$ cat src/hw/pad_pkg.sv
// Pad subsystem shared definitions
// Register widths, register map, pin mux sources and pad attributes
`default_nettype none

package pad_pkg;

  // Register port widths
  localparam int unsigned DataW = 16;
  localparam int unsigned AddrW = 4;

  // Per-pad attribute vector
  localparam int unsigned AttrDw     = 2;
  localparam int unsigned AttrInvBit = 0;
  localparam int unsigned AttrOdBit  = 1;

  // Two select bits per pad in one data word
  localparam int unsigned MaxPads = DataW / 2;

  //////////////////////////////////////////////////////////////
  // Register map
  //////////////////////////////////////////////////////////////

  typedef enum logic [AddrW-1:0] {
    REG_GPIO_OUT   = 4'd0,
    REG_GPIO_OE    = 4'd1,
    REG_GPIO_IN    = 4'd2,  // read only
    REG_PWM_PERIOD = 4'd3,
    REG_PWM_DUTY   = 4'd4,
    REG_MUX_SEL    = 4'd5,
    REG_PAD_INV    = 4'd6,
    REG_PAD_OD     = 4'd7
  } reg_addr_e;

  //////////////////////////////////////////////////////////////
  // Pin mux sources
  //////////////////////////////////////////////////////////////

  typedef enum logic [1:0] {
    MUX_GPIO = 2'd0,
    MUX_PWM  = 2'd1,
    MUX_OFF  = 2'd2,
    MUX_RSVD = 2'd3   // treated as off
  } mux_sel_e;

endpackage

`default_nettype wire

$ cat src/hw/pinmux.sv
// Pin multiplexer
// Picks output and output enable per pad from GPIO, PWM or off
`default_nettype none

module pinmux #(
  parameter int unsigned NumPads = 8
) (
  input  wire  [NumPads-1:0]   gpio_out_i,
  input  wire  [NumPads-1:0]   gpio_oe_i,
  input  wire                  pwm_i,
  input  wire  [2*NumPads-1:0] mux_sel_i,
  output logic [NumPads-1:0]   core_out_o,
  output logic [NumPads-1:0]   core_oe_o
);

  import pad_pkg::*;

  mux_sel_e pad_sel [NumPads];

  // Two select bits per pad, pad 0 in the low bits
  for (genvar i = 0; i < NumPads; i++) begin : gen_sel
    assign pad_sel[i] = mux_sel_e'(mux_sel_i[2*i +: 2]);
  end

  always_comb begin
    for (int unsigned i = 0; i < NumPads; i++) begin
      case (pad_sel[i])
        MUX_GPIO: begin
          core_out_o[i] = gpio_out_i[i];
          core_oe_o[i]  = gpio_oe_i[i];
        end
        MUX_PWM: begin
          core_out_o[i] = pwm_i;
          core_oe_o[i]  = 1'b1;
        end
        // Off and reserved leave the pad undriven
        default: begin
          core_out_o[i] = 1'b0;
          core_oe_o[i]  = 1'b0;
        end
      endcase
    end
  end

endmodule

`default_nettype wire

$ cat config.mk
export PLATFORM = sky130hd
export DESIGN_NAME = pinmux
export DESIGN_NICKNAME = d
export VERILOG_FILES = /design/src/hw/pad_pkg.sv /design/src/hw/pinmux.sv
export SDC_FILE = /design/constraint.sdc
export NUM_CORES = 1
export LEC_CHECK = 0
export BUFFER_PORTS_ARGS = -buffer_cell sky130_fd_sc_hd__buf_2
export CAP_MARGIN = 15
export CORE_AREA = 8 8 45 47
export DETAILED_ROUTE_END_ITERATION = 8
export DIE_AREA = 0 0 53 55
export PLACE_DENSITY = 0.66
export SETUP_SLACK_MARGIN = 0.4
export SLEW_MARGIN = 20
export SYNTH_ARGS = -nofsm -noshare
export SYNTH_HDL_FRONTEND = slang
export SYNTH_SLANG_ARGS = --single-unit
$ cat constraint.sdc
create_clock -name vclk -period 0.8
set_clock_uncertainty 0.15 [all_clocks]
set_input_delay 0.04 -clock vclk [all_inputs]
set_output_delay 0.04 -clock vclk [all_outputs]
set_load 0.005 [all_outputs]
### Word-level counts from Yosys, hierarchy flattened

Cells that the tools add are included.

| word-level totals | value |
|---|---|
| flip-flop bits (word level) | 0 |
| bits in latches | 0 |
| memory bits (writable) | 0 |
| bits in read-only memories | 0 |
| input bits | 33 |
| output and inout bits | 16 |
| word-level logic and storage cells | 32 |
| memories kept | 0 |

| operators by class | value |
|---|---|
| $add $sub $neg | 0 |
| multipliers | 0 |
| div/mod/pow operators | 0 |
| order comparisons | 0 |
| eq/ne operators | 8 |
| shift-type cells | 0 |
| multiplexer cells | 16 |
| bitwise gates (word level) | 0 |
| reductions and logical operators | 8 |

Operators by type and width:

| kind | count |
|---|---|
| $pmux W1 S2 | 16 |
| $eq A2 B1 Y1 const B | 8 |
| $logic_not A2 Y1 | 8 |

### Longest topological paths before layout

| logic depth | value |
|---|---|
| word-level depth | 2 |
| mapped depth | 3 |
| depth with buffers taken out | 2 |

### Least setup slack after synthesis

OpenSTA, ideal clock, no wires.

| timing | value |
|---|---|
| kind | input port to output port |
| from | input port pwm_i |
| to | output port core_out_o[0] |
| arrival time | 0.366 ns |
| required time | 0.610 ns |
| setup slack | 0.244 ns |
| cell stages on the path | 3 |
| buffers on the path | 1 |
| cell sequence | clkbuf_2 > mux2i_1 > nor2_1 |

| between the ends | value |
|---|---|
| cells in the longest elaborated chain, start to end | 1 |

RTL lines:

| item | RTL line | text |
|---|---|---|
| start: declaration | pinmux.sv:10 | `input wire pwm_i,` |
| $pmux W1 S2 | pinmux.sv:27 | `case (pad_sel[i])` |
| end: declaration | pinmux.sv:12 | `output logic [NumPads-1:0] core_out_o,` |

No other way between the ends.

### Worst setup path in the final report

| timing | value |
|---|---|
| from | input port mux_sel_i[4] |
| to | output port core_out_o[2] |

| between the ends | value |
|---|---|
| cells in the longest elaborated chain, start to end | 2 |
| elaborated cells between the ends (all ways) | 3 |
| those cells by class | eq/ne: 1; mux: 1; reduce/logical: 1 |

RTL lines:

| item | RTL line | text |
|---|---|---|
| start: declaration | pinmux.sv:11 | `input wire [2*NumPads-1:0] mux_sel_i,` |
| $eq A2 B1 Y1 or $logic_not A2 Y1 (tied branches) | pinmux.sv:27 |  |
| $pmux W1 S2 (*) | pinmux.sv:27 |  |

Every way passes the cells marked *; elsewhere a longest branch is shown, timed or not.

==> summary.md <==
| Metric | Value |
|---|---|
| Gpl congestion | `0.655` |
| Remaining Overflow, GRT | `0` |
| Mapped Nets | `between 60 and 70` |
| Sequential cell count | `0` |
| Max-slew violations | `0` |
| GRT Util Overall | `7.90%` |
| Worst Path Max Fanout | `2` |
| Crit path required time | `roughly 610 ps` |
| CP Launch Type | `input pin` |
| Worst hold path class | `in2out` |
| Starting Density | `between 10% and 20%` |
| Port bufs | `just under 50` |
| Final hold slack | `~150 ps` |
| Hold path cells | `3` |
| Final instance area | `609 um^2` |
| Leak pwr | `0.341 nW` |
| Core Region | `around 1400 um^2` |
| Die height | `between 50 and 60 um` |
| Fin Setup TNS | `0 ps` |
| Initial antenna violation count | `0` |
| Sw Share | `about 36%` |
| Internal power | `between 0.00015 and 0.0002 W` |
| Worst slew pin tran | `127 ps` |
| Clock share of power | `0%` |
| Via count | `396` |
| Post-synthesis simple-gate area fraction | `approximately half` |
| First-pass GRT wire length | `roughly 1900 um` |
| Placed Area | `roughly 440 um^2` |
| Nets | `116` |
| WL per Instance | `13.0 um` |
| Post-CTS Hold Fix Bufs | `0` |
| XOR/XNOR Fraction of Synth Area | `0%` |
| Mapped Area | `between 150 and 200 um^2` |
| Most frequent cells in the layout | `buf_2, nor2_1, buf_6` |
| Pin count of the biggest net entering global routing | `9` |
| Seq/Total Area, Yosys | `0%` |
| Layout cells sized above 1 | `72.8%` |
| Setup crit start | `mux_sel_i[4]` |
| # IOs | `49` |
| DR vias/cell | `4.08` |
| Routed wire length | `1260 um` |
| Number of DRC markers in iteration 0 | `3` |
| Switch Pwr | `approximately 0.00011 W` |
| Post-Synth Adder-Cell Area | `0%` |
| Logic pwr share | `100.0%` |
| Final Setup Violations | `0` |
| Commonest non-fill, non-tap cell in the layout | `buf_2` |
| Netlist cell types | `3` |
| Antenna cell count | `0` |
| Die area | `approximately 2900 um^2` |
| RSZ-0062 raised after global routing | `yes` |
| Relative slew margins | `approximately 91%` |
| Rows | `14` |
| Status | `finished, final reports clean` |
| Final hold vios | `0` |
| Clkbuf count | `0` |
| Ys Warns | `0` |
| Multiplexer share of the synthesized area | `45.7%` |
| Max VDD drop | `0.000175 V` |
| MaxCap Viol Count | `0` |
| Vias in the first global route | `426` |
| Die width | `between 50 and 60 um` |
| Antenna-violating nets left | `0` |
| First-pass iteration count of the detailed router | `2` |
| Tmin final | `674 ps` |
| WS Path Type | `in2out` |
| Postcts setup bufs | `0` |
| Final period util | `84.2%` |
| Worst Setup EP | `core_out_o[2]` |
| Pwr Density | `505 nW/um^2` |
| Compound-Gate Fraction of Synth Area | `0%` |
| Worst EP arrival | `480 ps` |
| Largest family of logic cells by synthesized area | `simple AND/OR/NAND/NOR gates` |
| Fmax | `1.48 GHz` |
| Register area | `0 um^2` |
| Post-Syn Area per Cell | `between 5 and 6 um^2` |
| Setup crit end kind | `output port` |
| Synth Instances | `33` |
| Layout area overhead | `248%` |
| Drt drc | `0` |
| Power share of the sequential group | `0%` |
==> through the flow <==
step                total power, W  setup slack [ps]  utilization [%]  instances
finish                    0.000308               126             44.0         97
global route              0.000340              87.8             44.0         97
detailed placement        0.000217              85.0             31.5         97
global placement          0.000213              85.7             31.5         97
CTS                       0.000274               134             39.6         97
floorplan                0.0000765               261                -         33
==> power by group through the flow <==
stage	Combinational [W]	Clock [W]	Sequential [W]
after global placement	0.000213	0	0
after detailed placement	0.000217	0	0
after global routing	0.000340	0	0
final	0.000308	0	0
after CTS	0.000274	0	0
after floorplan	0.0000765	0	0
==> critical path: stages <==
cell	delay, ps
buf_6	80
mux2i_2	190
nor2_1	50
buf_2	120
==> routing by layer <==
layer  routed length, um  track usage (%)
met1                 338             6.94
met2                 763             17.2
met3                 159             2.94
met4                   0                0
met5                   0                0
==> timing repair <==
item | CTS | global route
endpoints found under the setup margin | 16 | 16
gates resized for setup | 22 | 15
pin swaps | 20 | 15
==> cell usage after synthesis (all sizes together) <==
master | instances | area [um^2]
mux2i | 8 | 80.1
clkbuf | 1 | 5.00
nor2 | 24 | 90.1
==> how the worst min path moves through the flow <==
stage,startpoint,endpoint,slack [ps]
after floorplan,mux_sel_i[1],core_out_o[0],-40
after global placement,mux_sel_i[1],core_out_o[0],160
after detailed placement,mux_sel_i[1],core_out_o[0],160
after CTS,mux_sel_i[15],core_out_o[7],160
after global routing,mux_sel_i[9],core_out_o[4],160
final,mux_sel_i[9],core_oe_o[4],150
==> area by class of cell <==
cell class	instances	area [um^2]
fillers	148	774
repair buffers	49	368
multi-input cells	32	221
well taps	16	20.0
==> cells by family (layout without fill, tap and decap cells) <==
kind of cell | after synthesis | count (layout)
and+or+nand+nor | 24 | 24
buffers and inverters | 1 | 49
muxes | 8 | 8
Note: power is estimated with default switching activity, not from simulation.
