## config.mk

```make
export PLATFORM = sky130hd
export DESIGN_NAME = pwm_gen
export DESIGN_NICKNAME = d
export VERILOG_FILES = /design/src/hw/pad_pkg.sv /design/src/hw/pwm_gen.sv
export SDC_FILE = /design/constraint.sdc
export NUM_CORES = 1
export LEC_CHECK = 0
export BUFFER_PORTS_ARGS = -buffer_cell sky130_fd_sc_hd__buf_2
export CORE_MARGIN = 2
export CORE_UTILIZATION = 57
export DETAILED_ROUTE_END_ITERATION = 7
export PLACE_DENSITY = 0.84
export SYNTH_ARGS = -nofsm -noshare
export SYNTH_HDL_FRONTEND = slang
export SYNTH_SLANG_ARGS = --single-unit
```

## constraint.sdc

```tcl
create_clock -name clk_main_i -period 3.05 [get_ports clk_main_i]
set_input_delay 0.61 -clock clk_main_i [delete_from_list [all_inputs] [get_ports clk_main_i]]
set_output_delay 0.61 -clock clk_main_i [all_outputs]
set_load 0.005 [all_outputs]
```

## src/hw/pad_pkg.sv

```systemverilog
// Pad subsystem shared definitions
// Register widths, register map, pin mux sources and pad attributes
`default_nettype none

package pad_pkg;

  // Register port widths
  localparam int unsigned DataW = 16;
  localparam int unsigned AddrW = 4;

  // Per-pad attribute vector
  localparam int unsigned AttrDw     = 2;
  localparam int unsigned AttrInvBit = 0;
  localparam int unsigned AttrOdBit  = 1;

  // Two select bits per pad in one data word
  localparam int unsigned MaxPads = DataW / 2;

  //////////////////////////////////////////////////////////////
  // Register map
  //////////////////////////////////////////////////////////////

  typedef enum logic [AddrW-1:0] {
    REG_GPIO_OUT   = 4'd0,
    REG_GPIO_OE    = 4'd1,
    REG_GPIO_IN    = 4'd2,  // read only
    REG_PWM_PERIOD = 4'd3,
    REG_PWM_DUTY   = 4'd4,
    REG_MUX_SEL    = 4'd5,
    REG_PAD_INV    = 4'd6,
    REG_PAD_OD     = 4'd7
  } reg_addr_e;

  //////////////////////////////////////////////////////////////
  // Pin mux sources
  //////////////////////////////////////////////////////////////

  typedef enum logic [1:0] {
    MUX_GPIO = 2'd0,
    MUX_PWM  = 2'd1,
    MUX_OFF  = 2'd2,
    MUX_RSVD = 2'd3   // treated as off
  } mux_sel_e;

endpackage

`default_nettype wire

```

## src/hw/pwm_gen.sv

```systemverilog
// PWM generator
// Free-running counter, wraps at period, high while below duty
`default_nettype none

module pwm_gen (
  input  wire                      clk_main_i,
  input  wire                      rst_i,
  input  wire [pad_pkg::DataW-1:0] period_i,
  input  wire [pad_pkg::DataW-1:0] duty_i,
  output logic                     pwm_o
);

  import pad_pkg::*;

  logic [DataW-1:0] cnt_q;
  logic [DataW-1:0] cnt_d;
  logic             cnt_wrap;
  logic             pwm_q;

  // Also wraps if period drops below the running count
  assign cnt_wrap = (cnt_q >= period_i);

  always_comb begin
    if (cnt_wrap) begin
      cnt_d = '0;
    end else begin
      cnt_d = cnt_q + 1'b1;
    end
  end

  always_ff @(posedge clk_main_i) begin
    if (rst_i) begin
      cnt_q <= '0;
      pwm_q <= 1'b0;
    end else begin
      cnt_q <= cnt_d;
      pwm_q <= (cnt_q < duty_i);
    end
  end

  assign pwm_o = pwm_q;

  // Count stays within the larger of period and its last value
  a_cnt_bound: assert property (@(posedge clk_main_i) disable iff (rst_i)
    cnt_q <= (($past(period_i) > $past(cnt_q)) ? $past(period_i) : $past(cnt_q)))
    else $error("pwm_gen: counter ran past period");

endmodule

`default_nettype wire

```

; Yosys cells after proc, flatten, opt, wreduce, memory -nomap -nowiden
; Index checks and enable logic that the tools add are counted.
[op_classes]
n_addsub = 1
n_mul = 0
n_div = 0
magnitude_cmp = 2
n_eq_ne = 0
shift = 0
mux = 0
bitwise = 0
n_reduce_logical = 1
[op_table]
columns = op, count
row1 = $add A16 B1 Y16 const B, 1
row2 = $ge A16 B16 Y1, 1
row3 = $lt A16 B16 Y1, 1
row4 = $reduce_or A2 Y1, 1
[totals]
regBits = 17
latch_bits = 0
mem_bits_rw = 0
romBits = 0
inputBits = 34
output_inout_bits = 1
mem_count = 0

; Depth between registers and ports, before layout
[depth]
depth_word = 2
depth_mapped = 8
mapped_depth_nobuf = 7

; Worst setup path after synthesis
; Ideal clock, no wire load.
[synth_timing]
path_kind = input -> register
startpoint = in period_i[9] (netlist name)
endpoint = reg cnt_q[11]
setup_time_ps = 115
arrival_time_ps = 2098
path_slack_ps = 838
stages = 8
cell_sequence = inv_1 ha_1 and4_1 o211ai_1 or4_1 o2111ai_2 buf_6 nor2_1
[synth_via]
elab_chain_cells = 2
[synth_rtl]
columns = element, line
row1 = start: declaration, pwm_gen.sv:8  ; input wire [pad_pkg::DataW-1:0] period_i,
row2 = $ge A16 B16 Y1, pwm_gen.sv:21  ; assign cnt_wrap = (cnt_q >= period_i);
row3 = $reduce_or A2 Y1 (no line), --
row4 = end signal: assignment, pwm_gen.sv:36  ; cnt_q <= cnt_d;
row5 = end: declaration, pwm_gen.sv:15  ; logic [DataW-1:0] cnt_q;
; No other way between the ends.
; A chain may end at the register's enable or synchronous reset.

; Worst setup path in the final report
[layout_timing]
startpoint = reg cnt_q[0]
endpoint = reg cnt_q[6]
[layout_via]
elab_chain_cells = 2
[layout_rtl]
columns = element, line
row1 = $ge A16 B16 Y1, pwm_gen.sv:21
row2 = $reduce_or A2 Y1 (no line), --
; Parallel ways exist; a longest one is shown, timed or not.

==> out/results.ini <==
[timing]
worst_slew_margin_rel = 0.529
max_freq_mhz = 440
slew_viol_final = 0
timing.final.ws_setup_ns = 0.777
rsz0062_at_grt = no
worst_pin_slew_ns = 0.707
finalHoldViolCount = 0
finalSetupViolCount = 0
period_needed_ns = 2.27
setup_tns_ns = 0
min_period_over_period = 0.745
clock_skew_ns = 0.0176

[pwr]
p_leak_nw = 0.894
power_mw = 0.431
ir_worst_vdd_mv = 0.193
seqPwrFrac = 0.536
switching_share = 0.273
p_int_mw = 0.314
clockPowerShare = 0.290
powerDensity_nw_per_um2 = 260
p_comb_frac = 0.174
power.switching_mw = 0.118

[place]
placedInstanceArea_sq_um = 1630
dp.cells = 240
io_buffers = 34
place_ws_ns = 0.594
gp_congestion = 0.838
dp_hpwl_um = 2720

[synthesis]
syn_nets = 243
syn_area_per_cell_sq_um = 8.09
synth_area_sq_um = 1430
syn_inst = 177
yosys_register_bits = 17
synth_ff_type = dfxtp_1
synth-edff-count = 0
ys_seq_area_frac = 0.238
ys_types = 28
ys_async_sr_fraction = 0
synth_warnings = 0

[cells_and_area]
regArea_sq_um = 340
final_area_sq_um = 1660
fill_cells = 223
final_cells = 244
layout_commonest_cell = buf_2
drive_gt1_frac = 0.182
layout.nets = 281
area_delta_synth_final_pct = 15.6
multiInputGateArea_sq_um = 957
final_cell_mix = 34 x buf_2, 33 x inv_1, 32 x ha_1, 22 x nor2_1, 17 x dfxtp_1
diodes = 0

[setup_path]
cp.required_ns = 3.27
path_max_fanout = 16
cp.arrival_ns = 2.50
worstSetupPathType = reg2reg
end_kind = flip-flop
start_kind = flip-flop

[clock_network]
cts-resized-gates = 0
postCtsHoldBufs = 0
h-tree-depth = 1
clock_path_buffers = 2
cts_tree = built
clk_pin_slew_ns = 0.11
clock_latency_ns = 0.31
cts_made_buffers = 3
post_cts_buffers = 0
clock-sinks = 17
root_buffer = clkbuf_4

[floorplanning]
rows = 18
coreArea_sq_um = 2430
start_util = 0.589
ios = 35
die_area_sq_um = 2930
fp.dieH_um = 54.1
die_x_um = 54.1

[grt]
grt_pass1_vias = 1243
antenna_found_initial = 0
grt_pass1_wl_um = 5040
grt_max_degree = 17
grt_overflow = 0
grtUsageTotal = 0.248

[routing]
drtIter0Drc = 31
num_vias = 1358
detailedRoute.firstPassIterationCount = 4
drc = 0
ant_nets = 0
avgViaCountPerCell = 5.57
drt-total-wl_um = 3180
post_drt_wl_per_cell_um = 13.0

[run_status]
status = completed

[min_path]
hp-class = reg2reg

[flow_run]
cap_violations = 0

path summary, 6_finish.rpt:
path,startpoint,end,slack (ns),cells after the start
worst min-delay path,cnt_q[0]$_SDFF_PP0_,cnt_q[0]$_SDFF_PP0_,0.48,1
worst max-delay path,cnt_q[0]$_SDFF_PP0_,cnt_q[6]$_SDFF_PP0_,0.78,7
worst min register to register,cnt_q[0]$_SDFF_PP0_,cnt_q[0]$_SDFF_PP0_,0.48,1
worst max register to register,cnt_q[0]$_SDFF_PP0_,cnt_q[6]$_SDFF_PP0_,0.78,7
stage by stage:
stage,util,hold slack [ns]
after floorplan,-,0.432
after global placement,0.670,0.461
after detailed placement,0.670,0.460
after CTS,0.681,0.484
after global routing,0.681,0.497
final,0.681,0.483
power by group through the flow:
| stage | sequential (mW) | combinational (mW) | clock, mW |
|---|---|---|---|
| after global placement | 0.236 | 0.0685 | 0 |
| after CTS | 0.231 | 0.0761 | 0.128 |
| final | 0.231 | 0.0752 | 0.125 |
| after floorplan | 0.235 | 0.0433 | 0 |
| after global routing | 0.232 | 0.0871 | 0.142 |
| after detailed placement | 0.236 | 0.0752 | 0 |
metal layers:
layer  routed length, um  GRT usage  part of all wire  vias to the layer above
li1                    -          -                 -                      677
met1                1230      0.268              0.39                      635
met2                1660      0.466              0.52                       40
met3                 202     0.0361             0.064                        6
met4                  93      0.117             0.029                        0
met5                   0          0                 0                        -
critical path: stages (launching register included):
cell       delay [ns]
dfxtp_1          0.40
inv_1            0.06
ha_1             0.26
nand2b_1         0.13
a2111oi_0        0.51
or4_1            0.20
o2111ai_2        0.39
nor2_1           0.23
cell families (layout without fill, tap and decap cells):
group                    Yosys count  after routing  synth area share
buffers and inverters             34             71            0.0943
XOR/XNOR                          14             14            0.0856
adder cells (fa/ha/maj)           32             32             0.279
AND/OR/NAND/NOR                   58             58             0.193
AO/OA/AOI/OAI                     22             22             0.110
flip-flops                        17             17             0.238
final cells by class:
| cell class | instances | share of cell area |
|---|---|---|
| multi-input combinational | 126 | 0.578 |
| sequential | 17 | 0.205 |
| timing repair buffer | 34 | 0.103 |
| inverter | 33 | 0.0748 |
| tap | 30 | 0.0227 |
| clock buffer | 3 | 0.0136 |
| clock inverter | 1 | 0.00302 |
Yosys cell counts (2+ instances only):
master     number  area share
nand2b_1        2      0.0087
a211oi_1        2       0.010
and3_1          3       0.013
nor3_1          2      0.0070
o21ai_0         4       0.014
nand4_1         6       0.026
o21a_1          2       0.010
ha_1           32        0.28
a2111oi_0       3       0.018
inv_1          33       0.086
nor2_1         22       0.058
dfxtp_1        17        0.24
nor4_1          2      0.0087
nor2b_1         2      0.0087
a21oi_1         5       0.017
xnor2_1         7       0.043
nand2_1         9       0.024
nand3_1         8       0.028
xor2_1          7       0.043
flip-flops by register name, indices dropped and copies added (netlist names):
register,count
cnt_q,16
pwm_o,1
No activity file was read; power rests on OpenSTA's default activity.
