$ cat src/hw/pad_pkg.sv
// Pad subsystem shared definitions
// Register widths, register map, pin mux sources and pad attributes
`default_nettype none

package pad_pkg;

  // Register port widths
  localparam int unsigned DataW = 16;
  localparam int unsigned AddrW = 4;

  // Per-pad attribute vector
  localparam int unsigned AttrDw     = 2;
  localparam int unsigned AttrInvBit = 0;
  localparam int unsigned AttrOdBit  = 1;

  // Two select bits per pad in one data word
  localparam int unsigned MaxPads = DataW / 2;

  //////////////////////////////////////////////////////////////
  // Register map
  //////////////////////////////////////////////////////////////

  typedef enum logic [AddrW-1:0] {
    REG_GPIO_OUT   = 4'd0,
    REG_GPIO_OE    = 4'd1,
    REG_GPIO_IN    = 4'd2,  // read only
    REG_PWM_PERIOD = 4'd3,
    REG_PWM_DUTY   = 4'd4,
    REG_MUX_SEL    = 4'd5,
    REG_PAD_INV    = 4'd6,
    REG_PAD_OD     = 4'd7
  } reg_addr_e;

  //////////////////////////////////////////////////////////////
  // Pin mux sources
  //////////////////////////////////////////////////////////////

  typedef enum logic [1:0] {
    MUX_GPIO = 2'd0,
    MUX_PWM  = 2'd1,
    MUX_OFF  = 2'd2,
    MUX_RSVD = 2'd3   // treated as off
  } mux_sel_e;

endpackage

`default_nettype wire

$ cat src/hw/chip_regs.sv
// Configuration registers
// Single-outstanding request/response port, GPIO input synchronizer
`default_nettype none

module chip_regs #(
  parameter int unsigned NumPads = 8
) (
  input  wire                        clk_main_i,
  input  wire                        rst_i,
  // Request channel
  input  wire                        req_valid_i,
  output logic                       req_ready_o,
  input  wire                        req_write_i,
  input  wire pad_pkg::reg_addr_e    req_addr_i,
  input  wire  [pad_pkg::DataW-1:0]  req_wdata_i,
  // Response channel
  output logic                       rsp_valid_o,
  input  wire                        rsp_ready_i,
  output logic [pad_pkg::DataW-1:0]  rsp_rdata_o,
  output logic                       rsp_error_o,
  // Core side
  input  wire  [NumPads-1:0]         core_in_i,
  output logic [NumPads-1:0]         gpio_out_o,
  output logic [NumPads-1:0]         gpio_oe_o,
  output logic [pad_pkg::DataW-1:0]  pwm_period_o,
  output logic [pad_pkg::DataW-1:0]  pwm_duty_o,
  output logic [2*NumPads-1:0]       mux_sel_o,
  output logic [NumPads-1:0]         pad_inv_o,
  output logic [NumPads-1:0]         pad_od_o
);

  import pad_pkg::*;

  logic               req_fire;
  logic               rsp_fire;
  logic               busy_q;
  logic               rsp_valid_q;
  logic               addr_mapped;
  logic               req_err;
  reg_addr_e          acc_addr_q;
  logic               acc_write_q;
  logic               acc_err_q;
  logic [DataW-1:0]   rdata_d;
  logic [DataW-1:0]   rsp_rdata_q;
  logic               rsp_error_q;
  logic [NumPads-1:0] gpio_out_q;
  logic [NumPads-1:0] gpio_oe_q;
  logic [DataW-1:0]   period_q;
  logic [DataW-1:0]   duty_q;
  logic [2*NumPads-1:0] mux_sel_q;
  logic [NumPads-1:0] pad_inv_q;
  logic [NumPads-1:0] pad_od_q;
  logic [NumPads-1:0] in_q;
  logic [NumPads-1:0] sync1_q;
  logic [NumPads-1:0] sync2_q;

  //////////////////////////////////////////////////////////////
  // Request decode
  //////////////////////////////////////////////////////////////

  // Stalled from accept until the response completes
  assign req_ready_o = ~busy_q & ~rsp_valid_q;
  assign req_fire    = req_valid_i & req_ready_o;
  assign rsp_fire    = rsp_valid_q & rsp_ready_i;

  always_comb begin
    case (req_addr_i)
      REG_GPIO_OUT, REG_GPIO_OE, REG_GPIO_IN, REG_PWM_PERIOD,
      REG_PWM_DUTY, REG_MUX_SEL, REG_PAD_INV, REG_PAD_OD: addr_mapped = 1'b1;
      default: addr_mapped = 1'b0;
    endcase
  end

  // GPIO_IN is read only
  assign req_err = ~addr_mapped | (req_write_i & (req_addr_i == REG_GPIO_IN));

  //////////////////////////////////////////////////////////////
  // Configuration registers
  //////////////////////////////////////////////////////////////

  always_ff @(posedge clk_main_i) begin
    if (rst_i) begin
      gpio_out_q <= '0;
      gpio_oe_q  <= '0;
      period_q   <= '0;
      duty_q     <= '0;
      mux_sel_q  <= '0;
      pad_inv_q  <= '0;
      pad_od_q   <= '0;
    end else if (req_fire && req_write_i && !req_err) begin
      case (req_addr_i)
        REG_GPIO_OUT:   gpio_out_q <= req_wdata_i[NumPads-1:0];
        REG_GPIO_OE:    gpio_oe_q  <= req_wdata_i[NumPads-1:0];
        REG_PWM_PERIOD: period_q   <= req_wdata_i;
        REG_PWM_DUTY:   duty_q     <= req_wdata_i;
        REG_MUX_SEL:    mux_sel_q  <= req_wdata_i[2*NumPads-1:0];
        REG_PAD_INV:    pad_inv_q  <= req_wdata_i[NumPads-1:0];
        REG_PAD_OD:     pad_od_q   <= req_wdata_i[NumPads-1:0];
        default: ;
      endcase
    end
  end

  // Input register then two sync flops
  always_ff @(posedge clk_main_i) begin
    if (rst_i) begin
      in_q    <= '0;
      sync1_q <= '0;
      sync2_q <= '0;
    end else begin
      in_q    <= core_in_i;
      sync1_q <= in_q;
      sync2_q <= sync1_q;
    end
  end

  //////////////////////////////////////////////////////////////
  // Response
  //////////////////////////////////////////////////////////////

  always_ff @(posedge clk_main_i) begin
    if (rst_i) begin
      busy_q      <= 1'b0;
      rsp_valid_q <= 1'b0;
    end else begin
      busy_q <= req_fire;
      if (busy_q) begin
        rsp_valid_q <= 1'b1;
      end else if (rsp_fire) begin
        rsp_valid_q <= 1'b0;
      end
    end
  end

  always_ff @(posedge clk_main_i) begin
    if (req_fire) begin
      acc_addr_q  <= req_addr_i;
      acc_write_q <= req_write_i;
      acc_err_q   <= req_err;
    end
  end

  // Read data mux, sampled one cycle after accept
  always_comb begin
    rdata_d = '0;
    case (acc_addr_q)
      REG_GPIO_OUT:   rdata_d[NumPads-1:0]   = gpio_out_q;
      REG_GPIO_OE:    rdata_d[NumPads-1:0]   = gpio_oe_q;
      REG_GPIO_IN:    rdata_d[NumPads-1:0]   = sync2_q;
      REG_PWM_PERIOD: rdata_d                = period_q;
      REG_PWM_DUTY:   rdata_d                = duty_q;
      REG_MUX_SEL:    rdata_d[2*NumPads-1:0] = mux_sel_q;
      REG_PAD_INV:    rdata_d[NumPads-1:0]   = pad_inv_q;
      REG_PAD_OD:     rdata_d[NumPads-1:0]   = pad_od_q;
      default: ;
    endcase
  end

  always_ff @(posedge clk_main_i) begin
    if (busy_q) begin
      rsp_rdata_q <= (acc_write_q || acc_err_q) ? '0 : rdata_d;
      rsp_error_q <= acc_err_q;
    end
  end

  assign rsp_valid_o  = rsp_valid_q;
  assign rsp_rdata_o  = rsp_rdata_q;
  assign rsp_error_o  = rsp_error_q;
  assign gpio_out_o   = gpio_out_q;
  assign gpio_oe_o    = gpio_oe_q;
  assign pwm_period_o = period_q;
  assign pwm_duty_o   = duty_q;
  assign mux_sel_o    = mux_sel_q;
  assign pad_inv_o    = pad_inv_q;
  assign pad_od_o     = pad_od_q;

  // Held response keeps its contents
  a_rsp_hold: assert property (@(posedge clk_main_i) disable iff (rst_i)
    rsp_valid_o && !rsp_ready_i |=>
      rsp_valid_o && $stable(rsp_rdata_o) && $stable(rsp_error_o))
    else $error("chip_regs: response changed under back-pressure");

  // No new accept from the accepting edge until the response completes
  a_one_outstanding: assert property (@(posedge clk_main_i) disable iff (rst_i)
    $past(req_valid_i && req_ready_o) || rsp_valid_o |-> !req_ready_o)
    else $error("chip_regs: request accepted with a response pending");

endmodule

`default_nettype wire

$ cat config.mk
export PLATFORM = sky130hd
export DESIGN_NAME = chip_regs
export DESIGN_NICKNAME = d
export VERILOG_FILES = /design/src/hw/pad_pkg.sv /design/src/hw/chip_regs.sv
export SDC_FILE = /design/constraint.sdc
export NUM_CORES = 1
export LEC_CHECK = 0
export BUFFER_PORTS_ARGS = -buffer_cell sky130_fd_sc_hd__buf_4
export CORE_MARGIN = 2
export CORE_UTILIZATION = 30
export CTS_BUF_LIST = sky130_fd_sc_hd__clkbuf_16
export CTS_CLUSTER_SIZE = 30
export DETAILED_ROUTE_END_ITERATION = 8
export PLACE_DENSITY = 0.62
export SYNTH_ARGS = -nofsm -noshare
export SYNTH_HDL_FRONTEND = slang
export SYNTH_SLANG_ARGS = --single-unit
$ cat constraint.sdc
create_clock -name clk_main_i -period 1.65 [get_ports clk_main_i]
set_input_delay 0.165 -clock clk_main_i [delete_from_list [all_inputs] [get_ports clk_main_i]]
set_output_delay 0.165 -clock clk_main_i [all_outputs]
set_load 0.005 [all_outputs]
## Yosys cells after proc, flatten, opt, wreduce, memory -nomap -nowiden

Index checks and enable logic that the tools add are counted.

| operators by class | value |
|---|---|
| reduce and logical (&&, ||, !) cells | 14 |
| equal/unequal tests | 14 |
| muxes and demuxes | 5 |
| bitwise operators | 8 |

Operators by type and width:

| operator | count |
|---|---|
| $pmux 8 s8 | 1 |
| $eq 4x3->1 const B | 8 |
| $pmux 8 s3 | 1 |
| $eq 4x2->1 const B | 4 |
| $reduce_and 2->1 | 7 |
| $eq 4x1->1 const B | 2 |
| $logic_not 4->1 | 2 |
| $and 1x1->1 | 4 |
| $mux 1 | 3 |
| $not 1->1 | 3 |
| $logic_and 1x1->1 | 2 |
| $reduce_bool 2->1 | 1 |
| $logic_not 1->1 | 1 |
| $logic_or 1x1->1 | 1 |
| $or 1x1->1 | 1 |

| storage, ports and cells | value |
|---|---|
| bits of input ports | 33 |
| logic and storage cells | 58 |
| flip-flop bits (word level) | 129 |

## Depth between registers and ports, before layout

Gate-level depths: netlist of run 1.

| depth | value |
|---|---|
| word-level depth | 6 |
| gate-level depth with buffers | 5 |

## Worst setup path before layout of run 1

No wires, ideal clock.

| timing path | value |
|---|---|
| kind | register to register |
| start | register busy_q |
| end | register pad_od_q[0], in the netlist pad_od_o[0] |
| arrival | 1.509 ns |
| setup time | 0.127 ns |
| period minus slack after synthesis | 1.636 ns |
| slack | 0.014 ns |
| cell stages (with the launch flop) | 4 |
| buffers on the path | 0 |
| required time | 1.523 ns |
| path through | dfxtp_1 nor4b_4 nand4_2 mux2i_1 |

| between the ends | value |
|---|---|
| word-level cells in the longest chain between the ends | 6 |

Ends and longest elaborated chain:

| item | RTL line | text |
|---|---|---|
| from (decl) | chip_regs.sv:36 | `logic busy_q;` |
| from (signal assigned) | chip_regs.sv:126 | `busy_q <= req_fire;` |
| $not 1->1 | chip_regs.sv:62 | `assign req_ready_o = ~busy_q & ~rsp_valid_q;` |
| $and 1x1->1 | chip_regs.sv:62 |  |
| $and 1x1->1 | chip_regs.sv:63 | `assign req_fire = req_valid_i & req_ready_o;` |
| $logic_and 1x1->1 (2 in series) | chip_regs.sv:90 | `end else if (req_fire && req_write_i && !req_err) begin` |
| $reduce_and 2->1 (no line) | -- |  |
| to (signal assigned) | chip_regs.sv:98 | `REG_PAD_OD: pad_od_q <= req_wdata_i[NumPads-1:0];` |
| to (decl) | chip_regs.sv:52 | `logic [NumPads-1:0] pad_od_q;` |

Every way passes these cells.
A chain may end at the register's enable or synchronous reset.

## Worst setup path in the final report of run 1

| timing path | value |
|---|---|
| start | register acc_addr_q[0] |
| end | register rsp_rdata_q[6], in the netlist rsp_rdata_o[6], data pin |

| between the ends | value |
|---|---|
| word-level cells in the longest chain between the ends | 2 |
| elaborated cells on any way between the ends | 9 |

Ends and longest elaborated chain:

| item | RTL line | text |
|---|---|---|
| from (decl) | chip_regs.sv:40 | `reg_addr_e acc_addr_q;` |
| from (signal assigned) | chip_regs.sv:137 | `acc_addr_q <= req_addr_i;` |
| $eq 4x3->1 (tied with other cells) | chip_regs.sv:146 | `case (acc_addr_q)` |
| $pmux 8 s8 * | chip_regs.sv:146 |  |
| to (signal assigned) | chip_regs.sv:161 | `rsp_rdata_q <= (acc_write_q \|\| acc_err_q) ? '0 : rdata_d;` |
| to (decl) | chip_regs.sv:44 | `logic [DataW-1:0] rsp_rdata_q;` |

Mark *: on every way between the ends. The rest lies on a longest branch, timed or not.

==> impl_metrics.yaml, run 1 <==
outcome:
  run_status: "finished clean"
clocking:
  cts_max_path_buffers: 2
  cts_buffers: 17
  cts_tree: "yes"
  clk_latency_ns: 0.41
  cts.sinks: 129
  cts-root-buf: "clkbuf_16"
  htreeDepth: 4
  clk_pin_slew_ns: 0.06
hold_path:
  min_from: "rsp_ready_i"
  whs_path_depth: 4
  hold_end: "rsp_valid_o"
  hold_path.class: "in2reg"
synth:
  synth_top_area_share_pct: 38.9
  syn-num-nets: 507
  yosysUniqueCellTypes: 37
  yosys.area.top_type: "dfxtp_1"
  synth_area_sq_um: 5450
  async_flop_share_pct: 0
  ys_seq_area_share_pct: 51.6
  synth_most_common_cell: "mux2i_1"
  ys_warn_count: 0
  synth_top_cells_by_count: "mux2i_1, dfxtp_1, nand2b_1"
  dominantRegCellSynth: "dfxtp_1"
  synth_edf_count: 23
  ys_ff_latch: 129
  syn_area_per_cell_sq_um: 11.5
  synthCells: 474
  synth_area_leaders: "dfxtp_1, mux2i_1, edfxtp_1"
timing:
  tightestPinTransition_ns: 0.608
  max_freq_ghz: 0.630
  rsz0062_at_grt: "yes"
  fin_ws_ns: 0.0639
  finalHoldViolCount: 0
  fin_skew_ns: 0.00858
  final.min_clock_period_ns: 1.59
  drv_slew: 0
  slew_headroom_pct: 59.3
  fin_crit_sh_pct: 96.1
  setup_viol: 0
critical_path:
  critical_path_required_ns: 1.82
  reg2reg_from: "acc_addr_q[0]"
  rr_worst_depth: 5
  r2r_setup_slack_ns: 0.06
  arrival_ns: 1.75
  rr_endpoint: "rsp_rdata_o[6]"
  crit_path_end_kind: "flop"
  crit_path_max_fanout: 9
  worstSetupPathType: "reg2reg"
  start_kind: "flop"
placed_design:
  dp_hpwl_mm: 11.3
  portBuffers: 131
  place_ws_ns: -0.0994
  routabilityCongestion: 0.771
  dp_cells: 833
floorplan:
  start_util_pct: 30.4
  die_width_microns: 139
  die_h_microns: 139
  row_count: 49
  die_area_sq_um: 19300
  io_pins: 132
  core_area_sq_um: 17900
run:
  maxCapViolations: 0
power_and_ir_drop:
  cellLeakagePower_uw: 0.00348
  ir_drop_uv: 736
  power_density_nw_per_um2: 997
  total_power_uw: 7630
routing:
  num_vias: 4185
  wirelength_mm: 15.7
  wl_per_cell_microns: 17.8
  antenna_left: 0
  route.detailed.drc: 0
  drtIter0Drc: 199
  first_pass_iters: 4
  post_drt_via_cell_ratio: 4.74
layout:
  area_growth_pct: 40.5
  layout.cells.non_filler: 882
  insertedDiodeCount: 0
  drive_gt1_share_pct: 32.9
  nets: 673
grt:
  grt_use_met3_pct: 4.11
  grt_pass1_vias: 4268
  antenna_found_initial: 0
  grt.met2_usage_pct: 27.3
  grt_util_met1_pct: 21.0
  grt_first_pass_wirelength_mm: 24.1
  grt_max_degree: 44
  grt-busiest-layer: "met2"
  grt-ovfl-total: 0
  grt_use_total_pct: 16.3
-- critical path, stage by stage (launching register included) --
cell	delay [ns]
edfxtp_1	0.52
buf_6	0.22
nand3b_1	0.17
buf_4	0.17
o22ai_1	0.08
o21a_1	0.19
-- area by class of cell --
class,count,area (sq um)
inverter,2,7.51
fill,1714,10200
clock inverter,13,128
clock buffer,19,475
multi-input combinational,313,2520
sequential,129,2810
tap,229,287
timing repair buffer,177,1420
-- worst max path at each step --
| stage | start | end | slack, ns | depth (start not counted) |
|---|---|---|---|---|
| after floorplan | busy_q | pad_od_o[0] | 0.01 | 3 |
| after global placement | acc_addr_q[0] | rsp_rdata_o[0] | -0.03 | 4 |
| after detailed placement | acc_addr_q[2] | rsp_rdata_o[9] | -0.1 | 3 |
| after CTS | acc_addr_q[1] | rsp_rdata_o[1] | 0.009 | 4 |
| after global routing | acc_addr_q[0] | rsp_rdata_o[9] | -0.007 | 5 |
| final | acc_addr_q[0] | rsp_rdata_o[6] | 0.06 | 5 |
-- state kept, by name (all words and copies together), names as in the netlist --
register / count
rsp_error_o: 1
busy_q: 1
pwm_duty_o: 16
pwm_period_o: 16
gpio_out_o: 8
gpio_oe_o: 8
pad_od_o: 8
sync2_q: 8
acc_write_q: 1
acc_addr_q: 4
rsp_rdata_o: 16
pad_inv_o: 8
rsp_valid_o: 1
mux_sel_o: 16
acc_err_q: 1
in_q: 8
sync1_q: 8
-- cell families (layout without fill, tap and decap cells) --
kind of cell           count (synthesis)  in the layout  synth area share, %
buffers and inverters                 32            211                 2.62
muxes                                120            120                 22.2
DFF                                  129            129                 51.6
and+or+nand+nor                      158            158                 19.2
AOI/OAI and AO/OA                     35             35                 4.39
-- report_power, final --
| part | switching, uW | total [uW] | internal, uW |
|---|---|---|---|
| Clock | 1400 | 3790 | 2390 |
| Sequential | 42.2 | 3320 | 3270 |
| Combinational | 250 | 527 | 276 |
-- stage by stage --
stage	utilization (%)	area [sq um]	TNS (ns)	hold slack [ns]
finish	42.8	7650	0	0.0616
global placement	38.3	6850	-0.0280	0.372
global route	42.8	7650	-0.00875	0.0779
floorplan	-	5450	0	0.264
detailed placement	38.3	6850	-0.638	0.371
CTS	42.5	7610	0	0.0475
-- per-layer routing --
| layer | vias up | share of wire, % |
|---|---|---|
| li1 | 1989 | - |
| met1 | 2018 | 43 |
| met2 | 166 | 49 |
| met3 | 12 | 7.1 |
| met4 | 0 | 0.88 |
| met5 | - | 0 |
-- cells in the final DEF, fill, tap and decap left out, types with 2 or more instances in the layout --
cell type	synthesis	final
or3b_4	0	2
mux2i_1	112	112
buf_6	1	3
nand3b_1	2	2
clkinv_4	0	3
nand2b_1	96	96
o22ai_1	16	16
bufinv_16	0	2
nor2_1	11	11
a22oi_1	8	8
mux2_2	8	8
buf_12	0	4
inv_1	2	2
nor2b_1	27	27
o21a_1	8	8
clkinv_1	0	4
inv_4	0	2
dfxtp_1	106	106
dlygate4sd3_1	0	13
clkbuf_16	0	19
edfxtp_1	23	23
buf_4	2	157
and2_1	3	3
-- repair_timing --
action / 4_1_cts / 5_1_grt
hold endpoints to repair: 13 / 0
hold buffers: 13 / 0
pin swaps: 1 / 1
buffers inserted: 3 / 1
setup endpoints to repair: 12 / 37
resized for setup: 2 / 7
Note: power is estimated with default switching activity, not from simulation.
==> inputs of run 2 (changes only) <==
CORE_MARGIN = 4   (was 2)
==> run 2 against run 1 <==
Effect of this change: first-iteration DRC count down 30%; core utilization down 0.40 points; highest routed layer unchanged; routed wire length grew 1.5%; critical path type unchanged; total power down 0.92%.
==> impl_metrics.yaml, run 2 (synthesis results as in run 1) <==
floorplan:
  die_area_sq_um: 20400
  row_count: 49
  die_h_microns: 143
  io_pins: 132
  start_util_pct: 30.4
  core_area_sq_um: 17900
  die_width_microns: 143
routing:
  drtIter0Drc: 140
  route.detailed.drc: 0
  post_drt_via_cell_ratio: 4.70
  first_pass_iters: 4
  wirelength_mm: 15.9
  wl_per_cell_microns: 18.2
  antenna_left: 0
  num_vias: 4111
critical_path:
  crit_path_max_fanout: 14
  reg2reg_from: "acc_addr_q[0]"
  crit_path_end_kind: "flop"
  worstSetupPathType: "reg2reg"
  rr_endpoint: "rsp_rdata_o[0]"
  arrival_ns: 1.77
  crit_slowest_cell: "edfxtp_1"
  critical_path_required_ns: 1.83
  rr_worst_depth: 4
  r2r_setup_slack_ns: 0.06
  critical_path.startpoint: "acc_addr_q[0]"
  crit_path_end: "rsp_rdata_o[0]"
  crit_chain: "buf_12, nand3b_1, o22ai_1, o21a_1"
  start_kind: "flop"
  max_stage_delay_ns: 0.51
layout:
  layout_common_cells: "buf_4, mux2i_1, dfxtp_1, nand2b_1, nor2b_1"
  drive_gt1_share_pct: 32.2
  nets: 666
  regArea_sq_um: 2810
  fillers: 1720
  multi_input_area_sq_um: 2510
  final_util_pct: 42.4
  area_growth_pct: 39.2
  final_common_cell: "buf_4"
  insertedDiodeCount: 0
timing:
  setup_viol: 0
  fin_crit_sh_pct: 96.7
  max_freq_ghz: 0.627
  fin_skew_ns: 0.00844
  drv_slew: 0
  tightestPinTransition_ns: 0.402
  fin_ws_ns: 0.0553
  final.min_clock_period_ns: 1.59
  finalHoldViolCount: 0
  slew_headroom_pct: 73.2
placed_design:
  routabilityCongestion: 0.815
  dp_hpwl_mm: 11.4
  portBuffers: 131
  place_ws_ns: -0.0258
clocking:
  cts_tree: "yes"
  cts_buffers: 17
  clk_latency_ns: 0.42
  cts.sinks: 129
  clk_pin_slew_ns: 0.06
  htreeDepth: 4
  cts_max_path_buffers: 2
  cts-root-buf: "clkbuf_16"
grt:
  grt_max_degree: 63
  grt_pass1_vias: 4334
  antenna_found_initial: 0
  grt_use_total_pct: 15.7
  grt_first_pass_wirelength_mm: 24.3
  grt-ovfl-total: 0
power_and_ir_drop:
  cellLeakagePower_uw: 0.00344
  power_density_nw_per_um2: 997
  ir_drop_uv: 774
run:
  maxCapViolations: 0
hold_path:
  whs_path_depth: 2
  hold_path.class: "in2reg"
outcome:
  run_status: "finished clean"
-- run 2: timing repair --
action,CTS,global route
buffers inserted,0,1
endpoints found under the hold margin,12,0
gates resized for setup,1,3
hold buffers,12,0
setup endpoints to repair,1,17
pin swaps,0,1
-- run 2: worst min path at each step --
stage | slack, ns | startpoint | to
final | 0.00009 | core_in_i[1] | in_q[1]
after global routing | 0.02 | core_in_i[1] | in_q[1]
after CTS | 0.005 | core_in_i[1] | in_q[1]
after detailed placement | 0.37 | req_write_i | acc_write_q
after global placement | 0.37 | req_write_i | acc_write_q
after floorplan | 0.26 | req_addr_i[0] | acc_addr_q[0]
-- run 2: layout make-up --
cell class | instances | share of cell area, %
Clock inverter | 12 | 1.27
Timing Repair Buffer | 170 | 18.1
Tap cell | 229 | 3.78
Multi-Input combinational cell | 313 | 33.1
Clock buffer | 20 | 6.60
Inverter | 2 | 0.0990
Sequential cell | 129 | 37.1
-- run 2: metal layers --
layer  share of wire, %  global-route usage [%]  vias up
met4                1.4                    4.85        0
met3                8.0                    5.16       19
met5                  0                       0        -
met2                 47                    25.5      142
met1                 43                    19.9     1985
li1                   -                       -     1965
-- run 2: power by group --
group | internal, uW | switching, uW
registers | 3270 | 43.3
clock network | 2330 | 1410
logic | 264 | 242
-- run 2: metrics by stage --
step / cell area, sq um / setup TNS (ns) / hold WS (ns) / instances / total power [uW]
after floorplan: 5450 / 0 / 0.264 / 474 / 3620
after global placement: 6840 / 0 / 0.374 / 830 / 3860
after detailed placement: 6840 / -0.0258 / 0.371 / 830 / 3870
after CTS: 7560 / 0 / 0.00464 / 874 / 7630
after global routing: 7580 / -0.00236 / 0.0218 / 875 / 7820
final: 7580 / 0 / 0.0000853 / 875 / 7560
-- run 2: worst max-delay path, delay by kind of cell, from the launching register on --
kind	cells	cell delay, ns
flip-flops	1	0.51
AND/OR/NAND/NOR	1	0.28
AO/OA/AOI/OAI	2	0.35
buffers and inverters	1	0.21
==> inputs of run 3 (changes only) <==
--- a/config.mk
+++ b/config.mk
@@ -8,4 +8,3 @@
 export BUFFER_PORTS_ARGS = -buffer_cell sky130_fd_sc_hd__buf_4
-export CORE_MARGIN = 4
-export CORE_UTILIZATION = 30
+export CORE_UTILIZATION = 40
 export CTS_BUF_LIST = sky130_fd_sc_hd__clkbuf_16
@@ -13,3 +12,3 @@
 export DETAILED_ROUTE_END_ITERATION = 8
-export PLACE_DENSITY = 0.62
+export PLACE_DENSITY = 0.75
 export SYNTH_ARGS = -nofsm -noshare
==> constraint.sdc (replaced) <==
create_clock -name clk_main_i -period 1.65 [get_ports clk_main_i]
set_input_delay 0.2475 -clock clk_main_i [delete_from_list [all_inputs] [get_ports clk_main_i]]
set_output_delay 0.2475 -clock clk_main_i [all_outputs]
set_load 0.005 [all_outputs]
==> run 3 against run 2 <==
Effect of this change: fmax up 1.4%; first-iteration DRC count up 120%; clock skew up 0.0060 ns; design area down 2.4%; non-clock buffer count down 9; register-to-register slack better by 0.02 ns; largest cell class unchanged.
==> impl_metrics.yaml, run 3 (synthesis results as in run 1) <==
outcome:
  run_status: "finished clean"
critical_path:
  arrival_ns: 1.91
  crit_chain: "nor4b_4, and3_1, buf_12, mux2i_1"
  worst-path-buf-inv: 1
  start_kind: "flop"
  crit_slowest_cell: "nor4b_4"
  crit_path_max_fanout: 7
  worstSetupPathType: "reg2reg"
  crit_path_end_kind: "flop"
  max_stage_delay_ns: 0.47
  critical_path_required_ns: 1.99
  cp_top_family: "simple AND/OR/NAND/NOR gates"
clocking:
  hold_buffers: 0
  cts.sinks: 129
  clk_latency_ns: 0.42
  clk_pin_slew_ns: 0.07
  cts_buffers: 17
  htreeDepth: 4
  cts-root-buf: "clkbuf_16"
  cts_tree: "yes"
  cts_max_path_buffers: 2
timing:
  fin_crit_sh_pct: 95.3
  fin_setup_tns_ns: 0
  whs_ns: 0.0426
  final.min_clock_period_ns: 1.57
  rsz0062_at_grt: "no"
  tightestPinTransition_ns: 0.659
  max_freq_ghz: 0.636
  finalHoldViolCount: 0
  fin_skew_ns: 0.0144
  drv_slew: 0
  setup_viol: 0
  slew_headroom_pct: 55.9
run:
  maxCapViolations: 0
grt:
  grt_max_degree: 32
  antenna_found_initial: 0
  grt-ovfl-total: 0
  grt_use_total_pct: 21.2
  grt_first_pass_wirelength_mm: 22.5
  grt_pass1_vias: 4127
power_and_ir_drop:
  ir_drop_uv: 855
  cellLeakagePower_uw: 0.00339
  power_density_nw_per_um2: 1010
  total_power_uw: 7470
routing:
  wirelength_mm: 14.6
  wl_per_cell_microns: 17.9
  first_pass_iters: 4
  post_drt_via_cell_ratio: 5.07
  antenna_left: 0
  route.detailed.drc: 0
  drtIter0Drc: 304
  num_vias: 4120
placed_design:
  portBuffers: 131
  routabilityCongestion: 0.830
  dp_hpwl_mm: 10.3
layout:
  nets: 657
  multi_input_area_sq_um: 2530
  layout_common_cells: "buf_4, mux2i_1, dfxtp_1, nand2b_1, nor2b_1"
  fillers: 1155
  regArea_sq_um: 2810
  final_common_cell: "buf_4"
  insertedDiodeCount: 0
  area_growth_pct: 35.9
  drive_gt1_share_pct: 34.1
floorplan:
  start_util_pct: 41.1
  die_width_microns: 119
  die_h_microns: 119
  row_count: 42
  core_area_sq_um: 13200
  io_pins: 132
  die_area_sq_um: 14100
hold_path:
  hold_path.class: "in2reg"
[run 3: cell types whose count changed in the layout (fill, tap and decap cells not counted), moves of 2 or more]
cell           change
inv_4              -2
buf_4              +5
clkinv_1           -4
inv_6              +2
buf_12             -2
clkinv_8           +2
dlygate4sd3_1     -12
inv_8              +6
clkinv_4           +2
clkbuf_16          -3
[run 3: per-stage QoR]
step	setup slack [ns]	cell area, sq um	utilization, %	std cells
floorplan	0.0140	5450	-	474
global placement	0.0513	6780	51.2	781
detailed placement	-0.0901	6780	51.2	781
CTS	0.0177	7380	55.7	813
global route	0.00219	7400	55.9	813
finish	0.0773	7400	55.9	813
[run 3: final cells by class]
type,count,area share (%)
clock buffers,17,5.75
well taps,176,2.97
clock inverters,15,2.18
multi-input cells,313,34.1
inverters,2,0.101
repair buffers,161,16.9
flip-flops and latches,129,38.0
[run 3: layer usage]
layer  vias to the layer above  track usage (%)  wire length (microns)
li1                       1952                -                      -
met1                      2007             25.8                   6020
met2                       155             36.6                   7470
met3                         6             5.31                    979
met4                         0             6.25                    102
met5                         -                0                      0
[run 3: power breakdown]
group          leakage (uW)  internal (uW)  switching (uW)
registers           0.00107           3270            40.8
clock network      0.000290           2030            1640
logic               0.00204            246             237
[run 3: timing repair]
item                       in CTS  in global routing
buffers inserted                0                  0
setup endpoints to repair      16                 11
gates resized for setup         3                  5
[run 3: worst paths after layout]
check	start	to	slack [ns]	cells past startpoint
setup / recovery	rsp_valid_o	pwm_duty_o[4]	0.08	4
setup reg to reg	rsp_valid_o	pwm_duty_o[4]	0.08	4
hold reg to reg	sync1_q[2]	sync2_q[2]	0.44	1
hold / removal	core_in_i[2]	in_q[2]	0.04	2
